## src/logic/icache_params.svh

```systemverilog
`ifndef ICACHE_PARAMS_SVH
`define ICACHE_PARAMS_SVH

// line and set geometry, log2 of bytes and sets
`define ICACHE_LEN_LINE 5
`define ICACHE_LEN_INDEX 4
// one LRU bit per set only covers two ways
`define ICACHE_NR_WAYS 2

`define ICACHE_LEN_TAG (32 - `ICACHE_LEN_LINE - `ICACHE_LEN_INDEX)
`define ICACHE_NR_WORDS (1 << (`ICACHE_LEN_LINE - 2))
`define ICACHE_NR_SETS (1 << `ICACHE_LEN_INDEX)
// data ram entries are 64-bit word pairs
`define ICACHE_LEN_RAM_ADDR (`ICACHE_LEN_INDEX + `ICACHE_LEN_LINE - 3)
`define ICACHE_LEN_WAY_SEL ($clog2(`ICACHE_NR_WAYS))

// kseg0 and kseg1 share va[31:30], va[29] selects kseg1
`define ICACHE_SEG_UNMAPPED 2'b10
`define ICACHE_KSEG1_BIT 29

`endif

```

## src/logic/icache_pkg.sv

```systemverilog
`include "icache_params.svh"

package icache_pkg;

    // even/odd page pair from the joint TLB
    typedef struct packed {
        logic [18:0] vpn2;
        logic [19:0] pfn0;
        logic [19:0] pfn1;
        logic        v0;
        logic        v1;
        logic        c0;
        logic        c1;
    } tlb_entry;

    typedef struct packed {
        logic                       valid;
        logic [`ICACHE_LEN_TAG-1:0] tag;
    } icache_tag;

    typedef struct packed {
        logic [18:0] vpn2;
        logic        odd;
        logic [11:0] offset;
    } va_tlb_s;

    typedef struct packed {
        logic [`ICACHE_LEN_TAG-1:0]   tag;
        logic [`ICACHE_LEN_INDEX-1:0] index;
        logic [`ICACHE_LEN_LINE-3:0]  word;
        logic [1:0]                   byte_off;
    } va_cache_s;

    // same fetch address, seen by the TLB and by the cache
    typedef union packed {
        va_tlb_s   tlb;
        va_cache_s cache;
    } vaddr_u;

    typedef struct packed {
        logic [`ICACHE_LEN_INDEX-1:0] addr;
        logic [`ICACHE_LEN_LINE-3:0]  cnt;
        logic [31:0]                  wdata;
        icache_tag                    tag;
        logic                         fill;
    } way_wr_s;

    typedef struct packed {
        logic [63:0] data;
        logic        hit;
    } way_rd_s;

endpackage

```

## src/logic/icache_hit_select.sv

```systemverilog
`include "icache_params.svh"

module icache_hit_select (
    input  logic                                 inst_va2,
    input  icache_pkg::way_rd_s                  way_rd [`ICACHE_NR_WAYS],
    output logic                                 hit,
    output logic [`ICACHE_LEN_WAY_SEL-1:0]       hit_way,
    output logic [31:0]                          hit_inst0,
    output logic [31:0]                          hit_inst1
);

    localparam int way_sel_w = `ICACHE_LEN_WAY_SEL;

    logic [`ICACHE_NR_WAYS-1:0] hit_vec;
    logic [63:0] pair;

    always_comb begin
        hit_way = '0;
        pair    = way_rd[0].data;
        for (int i = 0; i < `ICACHE_NR_WAYS; i++) begin
            hit_vec[i] = way_rd[i].hit;
            // at most one way holds a given tag
            if (way_rd[i].hit) begin
                hit_way = way_sel_w'(i);
                pair    = way_rd[i].data;
            end
        end
    end

    assign hit = |hit_vec;

    // second word only valid for an even fetch address
    assign hit_inst0 = inst_va2 ? pair[63:32] : pair[31:0];
    assign hit_inst1 = pair[63:32];

endmodule

```

## config.mk

```make
export PLATFORM = sky130hd
export DESIGN_NAME = icache_hit_select
export DESIGN_NICKNAME = d
export VERILOG_FILES = /design/src/logic/icache_pkg.sv /design/src/logic/icache_hit_select.sv
export VERILOG_INCLUDE_DIRS = /design/src /design/src/logic
export SDC_FILE = /design/constraint.sdc
export NUM_CORES = 1
export LEC_CHECK = 0
export BUFFER_PORTS_ARGS = -buffer_cell sky130_fd_sc_hd__buf_2
export CAP_MARGIN = 5
export CORE_AREA = 5 5 73 75
export DETAILED_ROUTE_END_ITERATION = 10
export DIE_AREA = 0 0 78 80
export GPL_ROUTABILITY_DRIVEN = 0
export PLACE_DENSITY = 0.87
export SLEW_MARGIN = 0
export SYNTH_ARGS = -nofsm -noshare
export SYNTH_HDL_FRONTEND = slang
export SYNTH_SLANG_ARGS = --single-unit
```

## constraint.sdc

```tcl
create_clock -name vclk -period 0.8
set_input_delay 0 -clock vclk [all_inputs]
set_output_delay 0 -clock vclk [all_outputs]
set_load 0.005 [all_outputs]
```

* Yosys cells after proc, flatten, opt, wreduce, memory -nomap -nowiden
Cells that the tools add are included.
Operators by class: muxes and demuxes 3, reductions and logical operators 1
Operator list (number):
- 64-bit 2-to-1 mux | 1
- 32-bit 2-to-1 mux | 1
- 2-bit OR reduction | 1
- 1-bit 2-to-1 mux | 1
Word-level totals: word-level logic and storage cells 4, output and inout bits 66, bits of input ports 131, register bits 0

* Logic depth before layout (Yosys ltp)
depth in word-level cells 2, mapped depth 4, gate-level depth less buffers 1

* Least setup slack after synthesis
Ideal clock, no wire load.
path kind input -> output, from input way_rd[0] in the netlist's numbering, to output hit_inst0[27], stages on the path 3, arrival 829 ps, data required time 800 ps, path slack -29 ps, path buffers 2, path through buf_6 -> buf_6 -> mux4_2
On the way: cells in the longest elaborated chain, start to end 2
Ends and longest elaborated chain:
- from (decl) | RTL line icache_hit_select.sv:5 | input icache_pkg::way_rd_s way_rd [`ICACHE_NR_WAYS],
- 64-bit 2-to-1 mux | RTL line icache_hit_select.sv:23 | if (way_rd[i].hit) begin
- 32-bit 2-to-1 mux | RTL line icache_hit_select.sv:33 | assign hit_inst0 = inst_va2 ? pair[63:32] : pair[31:0];
- to (decl) | RTL line icache_hit_select.sv:8 | output logic [31:0] hit_inst0,
No other way between the ends.

* Final worst setup path
from input way_rd[0] in the netlist's numbering, to output hit_inst0[18]
The elaborated chain is that of the path after synthesis.

==> results.ini <==
[route]
drt.antenna.violating_nets = 0
via_per_inst = 5.13
wl_per_cell_um = 20.0
drtPass1Iterations = 4
wl_um = 6720
drt_iter0_markers = 36
drc_errors = 0
vias = 1725

[final_layout]
syn_to_final_growth_pct = 123
final_cells = 336
mostFrequentLayoutCell = buf_2
drive_gt1_share_pct = 100
stdcell_area_um2 = 2670
nClkBuffers = 0
n_antenna_cell = 0
layout_common_cells = 182 x buf_2, 32 x mux4_2, 19 x buf_6
fin_nets = 415
seq_cells = 0
ff_latch_area_um2 = 0

[sta]
slew_viol_final = 0
hold_viol = 0
max_freq_mhz = 1110
grt_setup_unrepaired = true
finalCritPeriodShare_pct = 113
fin_setup_tns_ns = -3.71
finalSetupViolCount = 61
max_slew_margin_pct = 92.0
worst_pin_slew_ns = 0.120
fin_crit_ns = 0.900
fin_ws_ns = -0.100

[pwr]
pwr-share-comb_pct = 100.0
switching_share_pct = 34.3
power_mw = 1.61
power_leakage_nw = 1.39
peakVddDrop_v = 0.000266
clockPowerShare_pct = 0
power.density_nw_per_um2 = 604
power_frac_seq_pct = 0
power.net_switching_mw = 0.552
p_int_mw = 1.06

[logic_synthesis]
synth_fa_ha_area_share_pct = 0
syn_area_um2 = 1190
synth_top_family_by_area = multiplexers
synth_seq_area_share_pct = 0
synth-simple-area-share_pct = 0.524
synth_area_per_cell_um2 = 15.7
ys_warn_count = 0
synth_nets = 207
synth_cell_types = 7
muxShareOfSynthArea_pct = 90.6
synth_cells = 76
synthXorXnorAreaFrac_pct = 0
synth_compound_gate_area_share_pct = 0

[global_route]
grt_usage_pct = 19.4
first_global_vias = 1953
grt_max_degree = 21
grt_antenna_before_repair = 0
grt_use_met2_pct = 39.0
use_met3_pct = 3.84
busiest_layer = met2
grt_remaining_overflow = 0
gr-usage-met1_pct = 20.4
grt_pass1_wl_um = 9820

[setup_path]
cp.required_ns = 0.80
cp.arrival_ns = 0.90
critPathLaunch = way_rd[0]
startpoint_type = input pin
setup.worst_path.end = hit_inst0[18]
path_class = in2out
cp_max_fo = 7
end_kind = output pin

[floorplanning]
die_y_um = 80
start_util_pct = 26.0
io_pins = 197
die_w_um = 78
dieArea_um2 = 6240
coreArea_um2 = 4600
row_count = 25

[status]
violations = negative setup slack
outcome = complete, but fails checks

[worst_hold_path]
hold_path_class = in2out
hold_path_depth = 3

[flow_run]
drv_cap = 0

[place]
hpwl_um = 5460
port_buffers = 197
placed_area_um2 = 2270
place_inst = 326

==> cell usage after synthesis <==
cell type	number	share of area, %
buf_12	1	1.7
buf_2	3	1.3
buf_4	2	1.3
buf_6	5	4.7
mux2_2	32	30
mux4_2	32	60
or2_2	1	0.52
==> worst min path at each step <==
stage                           from      end  slack (ns)
after floorplan            way_rd[0]  hit_way        0.08
after global placement    way_rd[65]      hit        0.25
after detailed placement  way_rd[65]      hit        0.25
after CTS                 way_rd[65]      hit        0.25
after global routing      way_rd[65]      hit        0.26
final                     way_rd[65]      hit        0.25
==> per-stage QoR <==
step                      setup WS [ns]  hold slack, ns  utilization [%]
after floorplan                 0.00893          0.0808                -
after global placement           -0.192           0.249             49.3
after detailed placement         -0.227           0.251             49.3
after CTS                        -0.136           0.251             55.8
after global routing             -0.134           0.262             58.0
final                            -0.100           0.248             58.0
==> logic make-up after synthesis <==
kind of cell	count (synthesis)
multiplexers	64
AND/OR/NAND/NOR	1
buffers and inverters	11
==> power groups by stage <==
stage          combinational (mW)  sequential, mW  clock, mW
2_1_floorplan               0.622               0          0
3_3_place_gp                 1.30               0          0
3_5_place_dp                 1.34               0          0
4_1_cts                      1.56               0          0
5_1_grt                      1.73               0          0
6_report                     1.61               0          0
==> what timing repair did <==
| item | 4_1_cts | 5_1_grt |
|---|---|---|
| endpoints found under the setup margin | 61 | 59 |
| cloned | 4 | 2 |
| buffers inserted | 2 | 2 |
| resized for setup | 38 | 8 |
| hold buffers | 0 | 0 |
==> metal layers <==
metal	wire length, µm	vias to the layer above	part of all wire, %
li1	-	769	-
met2	3810	108	57
met4	126	0	1.9
met5	0	-	0
met1	2180	836	32
met3	611	12	9.1
==> layout make-up <==
cell class	instances	area (µm²)
fillers	392	1930
multi-input cells	65	1140
well taps	54	67.6
repair buffers	217	1460
==> worst max-delay path: stages <==
cell and delay (ns):
buf_16 0.12, buf_12 0.13, mux4_2 0.50, buf_2 0.14
(Power assumes the default switching activity.)
