<file path="config.mk">
export PLATFORM = sky130hd
export DESIGN_NAME = icache_ctrl
export DESIGN_NICKNAME = d
export VERILOG_FILES = /design/src/logic/icache_pkg.sv /design/src/logic/icache_ctrl.sv
export VERILOG_INCLUDE_DIRS = /design/src /design/src/logic
export SDC_FILE = /design/constraint.sdc
export NUM_CORES = 1
export LEC_CHECK = 0
export ABC_CLOCK_PERIOD_IN_PS = 6500
export BUFFER_PORTS_ARGS = -buffer_cell sky130_fd_sc_hd__buf_2
export CORE_AREA = 8 8 190 192
export DETAILED_ROUTE_END_ITERATION = 8
export DIE_AREA = 0 0 198 200
export GPL_TIMING_DRIVEN = 1
export MAX_ROUTING_LAYER = met4
export PLACE_DENSITY_LB_ADDON = 0.3
export REMOVE_ABC_BUFFERS = 1
export SETUP_SLACK_MARGIN = 0.1
export SYNTH_ARGS = -nofsm -noshare
export SYNTH_HDL_FRONTEND = slang
export SYNTH_SLANG_ARGS = --single-unit
</file>
<file path="constraint.sdc">
create_clock -name clk -period 6.5 [get_ports clk]
set_input_delay 0.975 -clock clk [delete_from_list [all_inputs] [get_ports clk]]
set_output_delay 0.975 -clock clk [all_outputs]
set_load 0.05 [all_outputs]
</file>
<file path="src/logic/icache_params.svh">
`ifndef ICACHE_PARAMS_SVH
`define ICACHE_PARAMS_SVH

// line and set geometry, log2 of bytes and sets
`define ICACHE_LEN_LINE 5
`define ICACHE_LEN_INDEX 4
// one LRU bit per set only covers two ways
`define ICACHE_NR_WAYS 2

`define ICACHE_LEN_TAG (32 - `ICACHE_LEN_LINE - `ICACHE_LEN_INDEX)
`define ICACHE_NR_WORDS (1 << (`ICACHE_LEN_LINE - 2))
`define ICACHE_NR_SETS (1 << `ICACHE_LEN_INDEX)
// data ram entries are 64-bit word pairs
`define ICACHE_LEN_RAM_ADDR (`ICACHE_LEN_INDEX + `ICACHE_LEN_LINE - 3)
`define ICACHE_LEN_WAY_SEL ($clog2(`ICACHE_NR_WAYS))

// kseg0 and kseg1 share va[31:30], va[29] selects kseg1
`define ICACHE_SEG_UNMAPPED 2'b10
`define ICACHE_KSEG1_BIT 29

`endif

</file>
<file path="src/logic/icache_pkg.sv">
`include "icache_params.svh"

package icache_pkg;

    // even/odd page pair from the joint TLB
    typedef struct packed {
        logic [18:0] vpn2;
        logic [19:0] pfn0;
        logic [19:0] pfn1;
        logic        v0;
        logic        v1;
        logic        c0;
        logic        c1;
    } tlb_entry;

    typedef struct packed {
        logic                       valid;
        logic [`ICACHE_LEN_TAG-1:0] tag;
    } icache_tag;

    typedef struct packed {
        logic [18:0] vpn2;
        logic        odd;
        logic [11:0] offset;
    } va_tlb_s;

    typedef struct packed {
        logic [`ICACHE_LEN_TAG-1:0]   tag;
        logic [`ICACHE_LEN_INDEX-1:0] index;
        logic [`ICACHE_LEN_LINE-3:0]  word;
        logic [1:0]                   byte_off;
    } va_cache_s;

    // same fetch address, seen by the TLB and by the cache
    typedef union packed {
        va_tlb_s   tlb;
        va_cache_s cache;
    } vaddr_u;

    typedef struct packed {
        logic [`ICACHE_LEN_INDEX-1:0] addr;
        logic [`ICACHE_LEN_LINE-3:0]  cnt;
        logic [31:0]                  wdata;
        icache_tag                    tag;
        logic                         fill;
    } way_wr_s;

    typedef struct packed {
        logic [63:0] data;
        logic        hit;
    } way_rd_s;

endpackage

</file>
<file path="src/logic/icache_ctrl.sv">
`include "icache_params.svh"

module icache_ctrl (
    input  logic                             clk,
    input  logic                             rst,
    input  logic                             inst_en,
    input  logic [31:0]                      inst_va,
    input  logic [31:0]                      inst_va_next,
    output logic [31:0]                      inst_rdata0,
    output logic [31:0]                      inst_rdata1,
    output logic                             inst_ok0,
    output logic                             inst_ok1,
    output logic                             inst_tlb_refill,
    output logic                             inst_tlb_invalid,
    input  logic                             stallF,
    output logic                             istall,
    input  logic                             fence_i,
    input  logic [31:0]                      fence_addr,
    input  logic                             fence_tlb,
    output logic [18:0]                      itlb_vpn2,
    input  logic                             itlb_found,
    input  icache_pkg::tlb_entry             itlb_entry,
    output logic [31:0]                      araddr,
    output logic [7:0]                       arlen,
    output logic [2:0]                       arsize,
    output logic                             arvalid,
    input  logic                             arready,
    input  logic [31:0]                      rdata,
    input  logic                             rlast,
    input  logic                             rvalid,
    output logic                             rready,
    output logic [`ICACHE_LEN_RAM_ADDR-1:0]  rd_addr,
    output icache_pkg::way_wr_s              way_wr,
    output logic [`ICACHE_NR_WAYS-1:0]       data_we,
    output logic [`ICACHE_NR_WAYS-1:0]       tag_we,
    output logic [`ICACHE_LEN_TAG-1:0]       cache_tag,
    input  logic                             hit,
    input  logic [`ICACHE_LEN_WAY_SEL-1:0]   hit_way,
    input  logic [31:0]                      hit_inst0,
    input  logic [31:0]                      hit_inst1
);

    typedef enum logic [2:0] {
        s_idle, s_fence, s_tlb_fill, s_uncached, s_refill, s_save
    } state_t;

    state_t state;

    icache_pkg::vaddr_u va;
    icache_pkg::vaddr_u va_next;
    icache_pkg::vaddr_u fence_va;

    // one-entry L1 iTLB, a single 4K page
    logic [19:0] l1_vpn;
    logic [19:0] l1_pfn;
    logic        l1_uncached;
    logic        l1_valid;

    logic        fence_i_ready;
    logic        fence_tlb_ready;
    logic [`ICACHE_NR_SETS-1:0] lru;
    logic [`ICACHE_LEN_WAY_SEL-1:0] victim;
    logic [`ICACHE_LEN_LINE-3:0] beat_cnt;
    logic [31:0] saved_inst0;

    logic        direct_mapped;
    logic        uncached;
    logic        translation_ok;
    logic [19:0] pfn;
    logic [31:0] inst_pa;
    logic        fence_pending;
    logic        hit_ok;
    logic        idle_req;
    logic        fence_start;
    logic        tlb_fence_start;
    logic        tlb_start;
    logic        unc_start;
    logic        miss_start;
    logic        beat;
    logic        page_valid;

    assign va       = inst_va;
    assign va_next  = inst_va_next;
    assign fence_va = fence_addr;

    // kseg0/kseg1 bypass the TLB
    assign direct_mapped  = inst_va[31:30] == `ICACHE_SEG_UNMAPPED;
    assign uncached       = direct_mapped ? inst_va[`ICACHE_KSEG1_BIT] : l1_uncached;
    assign pfn            = direct_mapped ? {3'b000, inst_va[28:12]} : l1_pfn;
    assign inst_pa        = {pfn, va.tlb.offset};
    assign translation_ok = direct_mapped || (l1_valid && l1_vpn == {va.tlb.vpn2, va.tlb.odd});
    assign cache_tag      = inst_pa[31 -: `ICACHE_LEN_TAG];

    assign fence_pending = (fence_i && !fence_i_ready) || (fence_tlb && !fence_tlb_ready);
    assign hit_ok        = hit && translation_ok && !uncached && !fence_pending;

    assign idle_req        = state == s_idle && inst_en;
    assign fence_start     = idle_req && fence_i && !fence_i_ready;
    assign tlb_fence_start = idle_req && !fence_start && fence_tlb && !fence_tlb_ready;
    assign tlb_start       = idle_req && !fence_pending && !translation_ok;
    assign unc_start       = idle_req && !fence_pending && translation_ok && uncached;
    assign miss_start      = idle_req && !fence_pending && translation_ok && !uncached && !hit;
    assign beat            = rvalid && rready;

    assign page_valid = va.tlb.odd ? itlb_entry.v1 : itlb_entry.v0;

    // rams look one cycle ahead only while the fetch port can advance
    assign rd_addr = (state != s_idle && state != s_save) ?
                     {va.cache.index, va.cache.word[`ICACHE_LEN_LINE-3:1]} :
                     {va_next.cache.index, va_next.cache.word[`ICACHE_LEN_LINE-3:1]};

    assign istall      = (state == s_idle) ? (inst_en && !hit_ok) : (state != s_save);
    assign inst_ok0    = inst_en && ((state == s_idle) ? hit_ok : (state == s_save));
    assign inst_ok1    = inst_en && state == s_idle && hit_ok && !inst_va[2];
    assign inst_rdata0 = (state == s_idle) ? hit_inst0 : saved_inst0;
    assign inst_rdata1 = (state == s_idle) ? hit_inst1 : 32'h0;

    assign arsize = 3'd2;

    // fence clears the tag in the detect cycle, so the fence cycle reads it back
    always_comb begin
        way_wr.addr      = fence_start ? fence_va.cache.index : va.cache.index;
        way_wr.cnt       = beat_cnt;
        way_wr.wdata     = rdata;
        way_wr.tag.valid = !fence_start;
        way_wr.tag.tag   = cache_tag;
        way_wr.fill      = state == s_refill && beat;
        for (int i = 0; i < `ICACHE_NR_WAYS; i++) begin
            data_we[i] = state == s_refill && victim == i;
            tag_we[i]  = fence_start || (way_wr.fill && rlast && victim == i);
        end
    end

    always_ff @(posedge clk) begin
        if (tlb_start) begin
            itlb_vpn2 <= va.tlb.vpn2;
        end
        if (unc_start) begin
            araddr <= inst_pa;
            arlen  <= 8'd0;
        end else if (miss_start) begin
            araddr <= {inst_pa[31:`ICACHE_LEN_LINE], {`ICACHE_LEN_LINE{1'b0}}};
            arlen  <= 8'(`ICACHE_NR_WORDS - 1);
            victim <= lru[va.cache.index];
        end
        if (miss_start) begin
            beat_cnt <= '0;
        end else if (way_wr.fill) begin
            beat_cnt <= beat_cnt + 1'b1;
        end
        // exceptions return a zero word
        if (state == s_uncached && beat) begin
            saved_inst0 <= rdata;
        end else if (state == s_tlb_fill) begin
            saved_inst0 <= 32'h0;
        end
    end

    always_ff @(posedge clk) begin
        if (rst) begin
            state            <= s_idle;
            l1_vpn           <= '0;
            l1_pfn           <= '0;
            l1_uncached      <= 1'b0;
            l1_valid         <= 1'b0;
            inst_tlb_refill  <= 1'b0;
            inst_tlb_invalid <= 1'b0;
            fence_i_ready    <= 1'b0;
            fence_tlb_ready  <= 1'b0;
            arvalid          <= 1'b0;
            rready           <= 1'b0;
            lru              <= '0;
        end else begin
            case (state)
                s_idle: begin
                    if (fence_start || tlb_fence_start) begin
                        l1_valid <= 1'b0;
                        state    <= s_fence;
                    end else if (tlb_start) begin
                        state <= s_tlb_fill;
                    end else if (unc_start) begin
                        arvalid <= 1'b1;
                        state   <= s_uncached;
                    end else if (miss_start) begin
                        arvalid <= 1'b1;
                        state   <= s_refill;
                    end else if (idle_req && hit_ok && !stallF) begin
                        fence_i_ready   <= 1'b0;
                        fence_tlb_ready <= 1'b0;
                        // two ways, so the other one goes next
                        lru[va.cache.index] <= ~hit_way;
                    end
                end
                s_fence: begin
                    fence_i_ready   <= 1'b1;
                    fence_tlb_ready <= 1'b1;
                    state           <= s_idle;
                end
                s_tlb_fill: begin
                    if (itlb_found && page_valid) begin
                        l1_vpn      <= {va.tlb.vpn2, va.tlb.odd};
                        l1_pfn      <= va.tlb.odd ? itlb_entry.pfn1 : itlb_entry.pfn0;
                        l1_uncached <= va.tlb.odd ? !itlb_entry.c1 : !itlb_entry.c0;
                        l1_valid    <= 1'b1;
                        state       <= s_idle;
                    end else begin
                        inst_tlb_invalid <= itlb_found;
                        inst_tlb_refill  <= !itlb_found;
                        state            <= s_save;
                    end
                end
                s_uncached: begin
                    if (arvalid) begin
                        if (arready) begin
                            arvalid <= 1'b0;
                            rready  <= 1'b1;
                        end
                    end else if (beat) begin
                        rready <= 1'b0;
                        state  <= s_save;
                    end
                end
                s_refill: begin
                    if (arvalid) begin
                        if (arready) begin
                            arvalid <= 1'b0;
                            rready  <= 1'b1;
                        end
                    end else if (beat) begin
                        if (rlast) begin
                            rready <= 1'b0;
                        end
                    end else if (!rready) begin
                        // last word written, retry as a hit
                        state <= s_idle;
                    end
                end
                s_save: begin
                    if (!stallF) begin
                        fence_i_ready    <= 1'b0;
                        fence_tlb_ready  <= 1'b0;
                        inst_tlb_refill  <= 1'b0;
                        inst_tlb_invalid <= 1'b0;
                        state            <= s_idle;
                    end
                end
                default: state <= s_idle;
            endcase
        end
    end

endmodule

</file>
=== Word level (Yosys, flattened, before mapping) ===
Index checks and enable logic that the tools add are counted.

* Register bits after elaboration: 154
* Bits of input ports: 267
* Output and inout bits: 230
* Logic and storage cells: 183

* Add/subtract/negate cells: 1
* $lt $le $gt $ge: 2
* Equal/unequal tests: 27
* Multiplexer cells: 60
* Bitwise operators: 6
* Reductions and logical operators: 70

{| class="wikitable"
|+ Operator list
! kind !! number
|-
| $mux W32 || 6
|-
| $mux W20 || 2
|-
| $logic_and A1 B1 Y1 || 34
|-
| $mux W3 || 11
|-
| $mux W1 || 29
|-
| $ne A2 B2 Y1 const B || 11
|-
| $eq A20 B20 Y1 || 1
|-
| $bwmux W16 || 1
|-
| $ne A3 B3 Y1 const B || 5
|-
| $pmux W3 S5 || 1
|-
| $reduce_and A7 Y1 || 2
|-
| $logic_not A1 Y1 || 12
|-
| $reduce_bool A2 Y1 || 6
|-
| $pmux W1 S2 || 5
|-
| $reduce_and A4 Y1 || 2
|-
| $eq A3 B2 Y1 const B || 2
|-
| $eq A3 B3 Y1 const B || 2
|-
| $mux W6 || 1
|-
| $ne A2 B1 Y1 const B || 3
|-
| $not A1 Y1 || 6
|-
| $reduce_and A3 Y1 || 2
|-
| $reduce_and A6 Y1 || 1
|-
| $reduce_bool A3 Y1 || 2
|-
| $logic_or A1 B1 Y1 || 5
|-
| 13 further kinds || 14
|}

=== Longest topological paths before layout ===
* Depth in word-level cells: 14
* Depth in mapped cells: 9
* Depth with buffers taken out: 6

=== Worst setup path after synthesis ===
OpenSTA, ideal clock, no wires.

* Kind: input -> output
* Start: input port inst_va[12]
* End: output port inst_ok1
* Arrival time: 3,463 ps
* Required time: 5,525 ps
* Slack: 2,062 ps
* Cell stages on the path: 8
* Buffers on the path: 2
* Cells stage by stage: buf_6 xor2_1 nor4_1 nand2_1 o31ai_4 and2_1 buf_2 nor3b_1

* Longest elaborated chain between the ends: 8

{| class="wikitable"
|+ Ends and longest elaborated chain
! what !! line !! RTL
|-
| from (decl) || icache_ctrl.sv:7 || <nowiki>input logic [31:0] inst_va,</nowiki>
|-
| $eq A20 B20 Y1 || icache_ctrl.sv:91 || <nowiki>assign translation_ok = direct_mapped || (l1_valid && l1_vpn == {va.tlb.vpn2, va.tlb.odd});</nowiki>
|-
| $logic_and A1 B1 Y1 || icache_ctrl.sv:91 ||
|-
| $logic_or A1 B1 Y1 || icache_ctrl.sv:91 ||
|-
| $logic_and A1 B1 Y1 (3 in a row) || icache_ctrl.sv:95 || <nowiki>assign hit_ok = hit && translation_ok && !uncached && !fence_pending;</nowiki>
|-
| $logic_and A1 B1 Y1 (2 in a row) || icache_ctrl.sv:114 || <nowiki>assign inst_ok1 = inst_en && state == s_idle && hit_ok && !inst_va[2];</nowiki>
|-
| to (decl) || icache_ctrl.sv:12 || <nowiki>output logic inst_ok1,</nowiki>
|}

No other way between the ends.

=== Worst setup path after layout ===
* Start: input port inst_va[26]
* End: output port inst_ok1

Same word-level chain as after synthesis.

==> results.py <==
metrics = {
    "synth": {
        "ys_ff_latch": 154,
        "synth_area_um2": 7930,
        "synth_cell_types": 54,
        "postSynthCellCount": 808,
        "ys_async_sr_fraction": 0,
        "yosysWarnings": 0,
        "synth_top_flop_cell": "edfxtp_1",
        "ys_seq_area_frac": 0.495,
        "synth_edf_count": 84,
        "synth.avg_cell_area_um2": 9.82,
    },
    "global_routing": {
        "grt.overflow.total": 0,
        "grt_pass1_wl_um": 41200,
        "grt.total_usage": 0.140,
        "grt_start_max_net_pins": 68,
        "grt_pass1_vias": 7013,
        "antenna_found_initial": 4,
    },
    "clock_network": {
        "cts_tree": "done",
        "clk_latency_ns": 0.44,
        "root_buffer": "clkbuf_16",
        "htree_levels": 4,
        "path_clk_slew_ns": 0.07,
        "ctsHoldBuffers": 0,
        "cts_setup_buffers": 0,
        "cts_resized": 0,
        "numCtsBuffers": 17,
        "ctsLongestPathBuffers": 2,
        "clock_sinks": 154,
    },
    "finish": {
        "seq_area_um2": 3920,
        "final_core_util": 0.319,
        "final_common_cell": "buf_2",
        "nets": 1406,
        "fillers": 3447,
        "multiInputGateArea_um2": 3320,
        "final_layout_size_suffix_gt1_frac": 0.438,
        "area_delta_synth_final_pct": 33.3,
        "final_cell_mix": "buf_2 (415), nand2_1 (159), edfxtp_1 (84)",
    },
    "detailed_routing": {
        "wire_per_inst_um": 17.8,
        "drt-total-wl_um": 28500,
        "dr_total_vias": 6896,
        "viasPerCell": 4.31,
        "drtPass1Iterations": 5,
        "drtAntennaViolNets": 0,
        "drt_iter0_markers": 238,
        "drt_drc_violations_left": 0,
    },
    "timing": {
        "period_share": 0.725,
        "max_freq_mhz": 212,
        "hold_violations": 0,
        "drv_slew": 0,
        "worst_slew_pin_slew_ns": 1.09,
        "fin_tns_setup_ns": 0,
        "finalCriticalPeriod_ns": 4.72,
        "rsz0062_at_grt": "false",
        "skew_ns": 0.0147,
        "finalSetupViolCount": 0,
        "maxSlewHeadroom": 0.273,
    },
    "placed_design": {
        "place_hpwl_um": 22000,
        "portBuffers": 415,
        "place.gp.congestion": 0.911,
    },
    "setup_path": {
        "r2r_setup_slack_ns": 3.42,
        "cp-start-kind": "input port",
        "arrival_ns": 3.74,
        "critical_path_class": "input port to output pin",
        "path_common_cell": "buf_2",
        "worst-path-buf-inv": 3,
        "r2r_cells": 6,
        "critPathMaxStageDelay_ns": 0.63,
        "crit_chain": "buf_2 -> xor2_1 -> nor4_1 -> nand3_1 -> o31ai_4 -> buf_4 -> and2_1 -> nor3b_1 -> buf_2",
        "rr_endpoint": "araddr[20]",
        "cp_max_fo": 26,
        "crit_family": "simple AND/OR/NAND/NOR gates",
        "end_kind": "output pin",
        "worstReg2RegStart": "l1_vpn[14]",
        "critPathSlowestCell": "and2_1",
        "critPathRequiredTime_ns": 5.52,
    },
    "floorplan": {
        "row_count": 67,
        "design.core.area_um2": 33100,
        "initial_core_util": 0.240,
        "ios": 497,
        "fp.dieW_um": 198,
        "die_h_um": 200,
        "die-area_um2": 39600,
    },
    "hold_path": {
        "holdPathStages": 2,
        "hold_path.class": "register to register",
        "whs_endpoint": "l1_vpn[7]",
        "hp-start": "l1_vpn[7]",
    },
    "job": {
        "drv_cap": 0,
    },
    "power": {
        "p_leak_nw": 4.75,
        "p_per_area_nw_per_um2": 288,
        "ir_worst_vdd_uv": 123,
    },
    "run_status": {
        "status": "finished, final reports clean",
    },
}
[worst min-delay path: stages (launching register included)]
cell     delay (ns)
dfxtp_1        0.32
nand2_1        0.05
a21oi_1        0.05
[stage by stage]
stage,std cells,setup slack [ns],power [W],cell area [µm²],hold WS [ns]
after global routing,1601,1.58,0.00318,10600,0.484
after floorplan,695,0.977,0.00169,7230,0.442
after CTS,1599,1.69,0.00311,10600,0.468
after detailed placement,1567,1.70,0.00203,9960,0.458
after global placement,1567,1.73,0.00202,9960,0.454
final,1601,1.78,0.00305,10600,0.467
[how the worst max path moves through the flow]
stage           startpoint  slack [ns]  depth (start not counted)       end
2_1_floorplan     state[0]        0.98                          3  inst_ok0
3_3_place_gp   inst_va[26]        1.73                          9  inst_ok1
3_5_place_dp   inst_va[26]        1.70                          9  inst_ok1
4_1_cts        inst_va[26]        1.69                          9  inst_ok1
5_1_grt        inst_va[18]        1.58                          9  inst_ok1
6_report       inst_va[26]        1.78                          9  inst_ok1
[layout make-up]
| type | count | area share |
|---|---|---|
| Timing Repair Buffer | 424 | 0.203 |
| Multi-Input combinational cell | 538 | 0.314 |
| Antenna cell | 2 | 0.000473 |
| Sequential cell | 154 | 0.371 |
| Clock inverter | 14 | 0.0161 |
| Tap cell | 448 | 0.0530 |
| Inverter | 3 | 0.00106 |
| Clock buffer | 18 | 0.0415 |
[where the power goes]
| group | total, W | leakage, nW | switching [W] | internal, W |
|---|---|---|---|---|
| sequential | 0.00106 | 1.39 | 0.0000166 | 0.00105 |
| combinational | 0.000930 | 3.05 | 0.000712 | 0.000218 |
| clock | 0.00105 | 0.302 | 0.000461 | 0.000593 |
| total | 0.00305 | 4.75 | 0.00119 | 0.00186 |
[registers in the layout, summed over array words and instances, names as in the netlist]
| signal | cells |
|---|---|
| araddr | 32 |
| saved_inst0 | 32 |
| l1_pfn | 20 |
| l1_vpn | 20 |
| itlb_vpn2 | 19 |
| lru | 16 |
| beat_cnt | 3 |
| state | 3 |
| arlen | 1 |
| arvalid | 1 |
| fence_tlb_ready | 1 |
| inst_tlb_invalid | 1 |
| inst_tlb_refill | 1 |
| l1_uncached | 1 |
| l1_valid | 1 |
| rready | 1 |
| victim | 1 |
[metal layers]
metal,vias to the layer above,global-route usage,part of all wire
li1,3398,-,-
met1,3185,0.156,0.41
met2,292,0.244,0.50
met3,21,0.0354,0.074
met4,0,0.0434,0.015
met5,-,-,0
[cells in the mapped netlist (all sizes together), types with 2 or more instances]
cell type  instances  area share
nand2            159       0.075
edfxtp            84        0.32
buf               81       0.074
and2              74       0.058
dfxtp             70        0.18
nor2              50       0.024
clkbuf            38       0.018
a21oi             33       0.021
mux2              28       0.040
mux2i             22       0.028
a211oi            21       0.020
xor2              17       0.019
a311oi            16       0.018
a31oi             16       0.013
nor3              10      0.0082
nand2b             8      0.0063
nor4               8      0.0071
o21ai              8      0.0050
mux4               5       0.014
nand3              5      0.0032
xnor2              5      0.0055
nand3b             4      0.0038
nor2b              4      0.0032
nor3b              4      0.0038
o31ai              4      0.0055
and3               3      0.0024
inv                3      0.0014
o211ai             3      0.0028
a2bb2oi            2      0.0022
conb               2     0.00095
nand4              2      0.0016
o21bai             2      0.0019
or3                2      0.0016
[cells by family (layout without fill, tap and decap cells)]
group	count (synthesis)	after routing	share of synthesized area
AND/OR/NAND/NOR	337	337	0.203
multiplexers	55	55	0.0817
AO/OA/AOI/OAI	115	115	0.101
flip-flops	154	154	0.495
buffers and inverters	122	459	0.0932
other	2	10	0.000947
adder cells (fa/ha/maj)	1	1	0.00158
XOR/XNOR	22	22	0.0243
No activity file was read; power rests on OpenSTA's default activity.
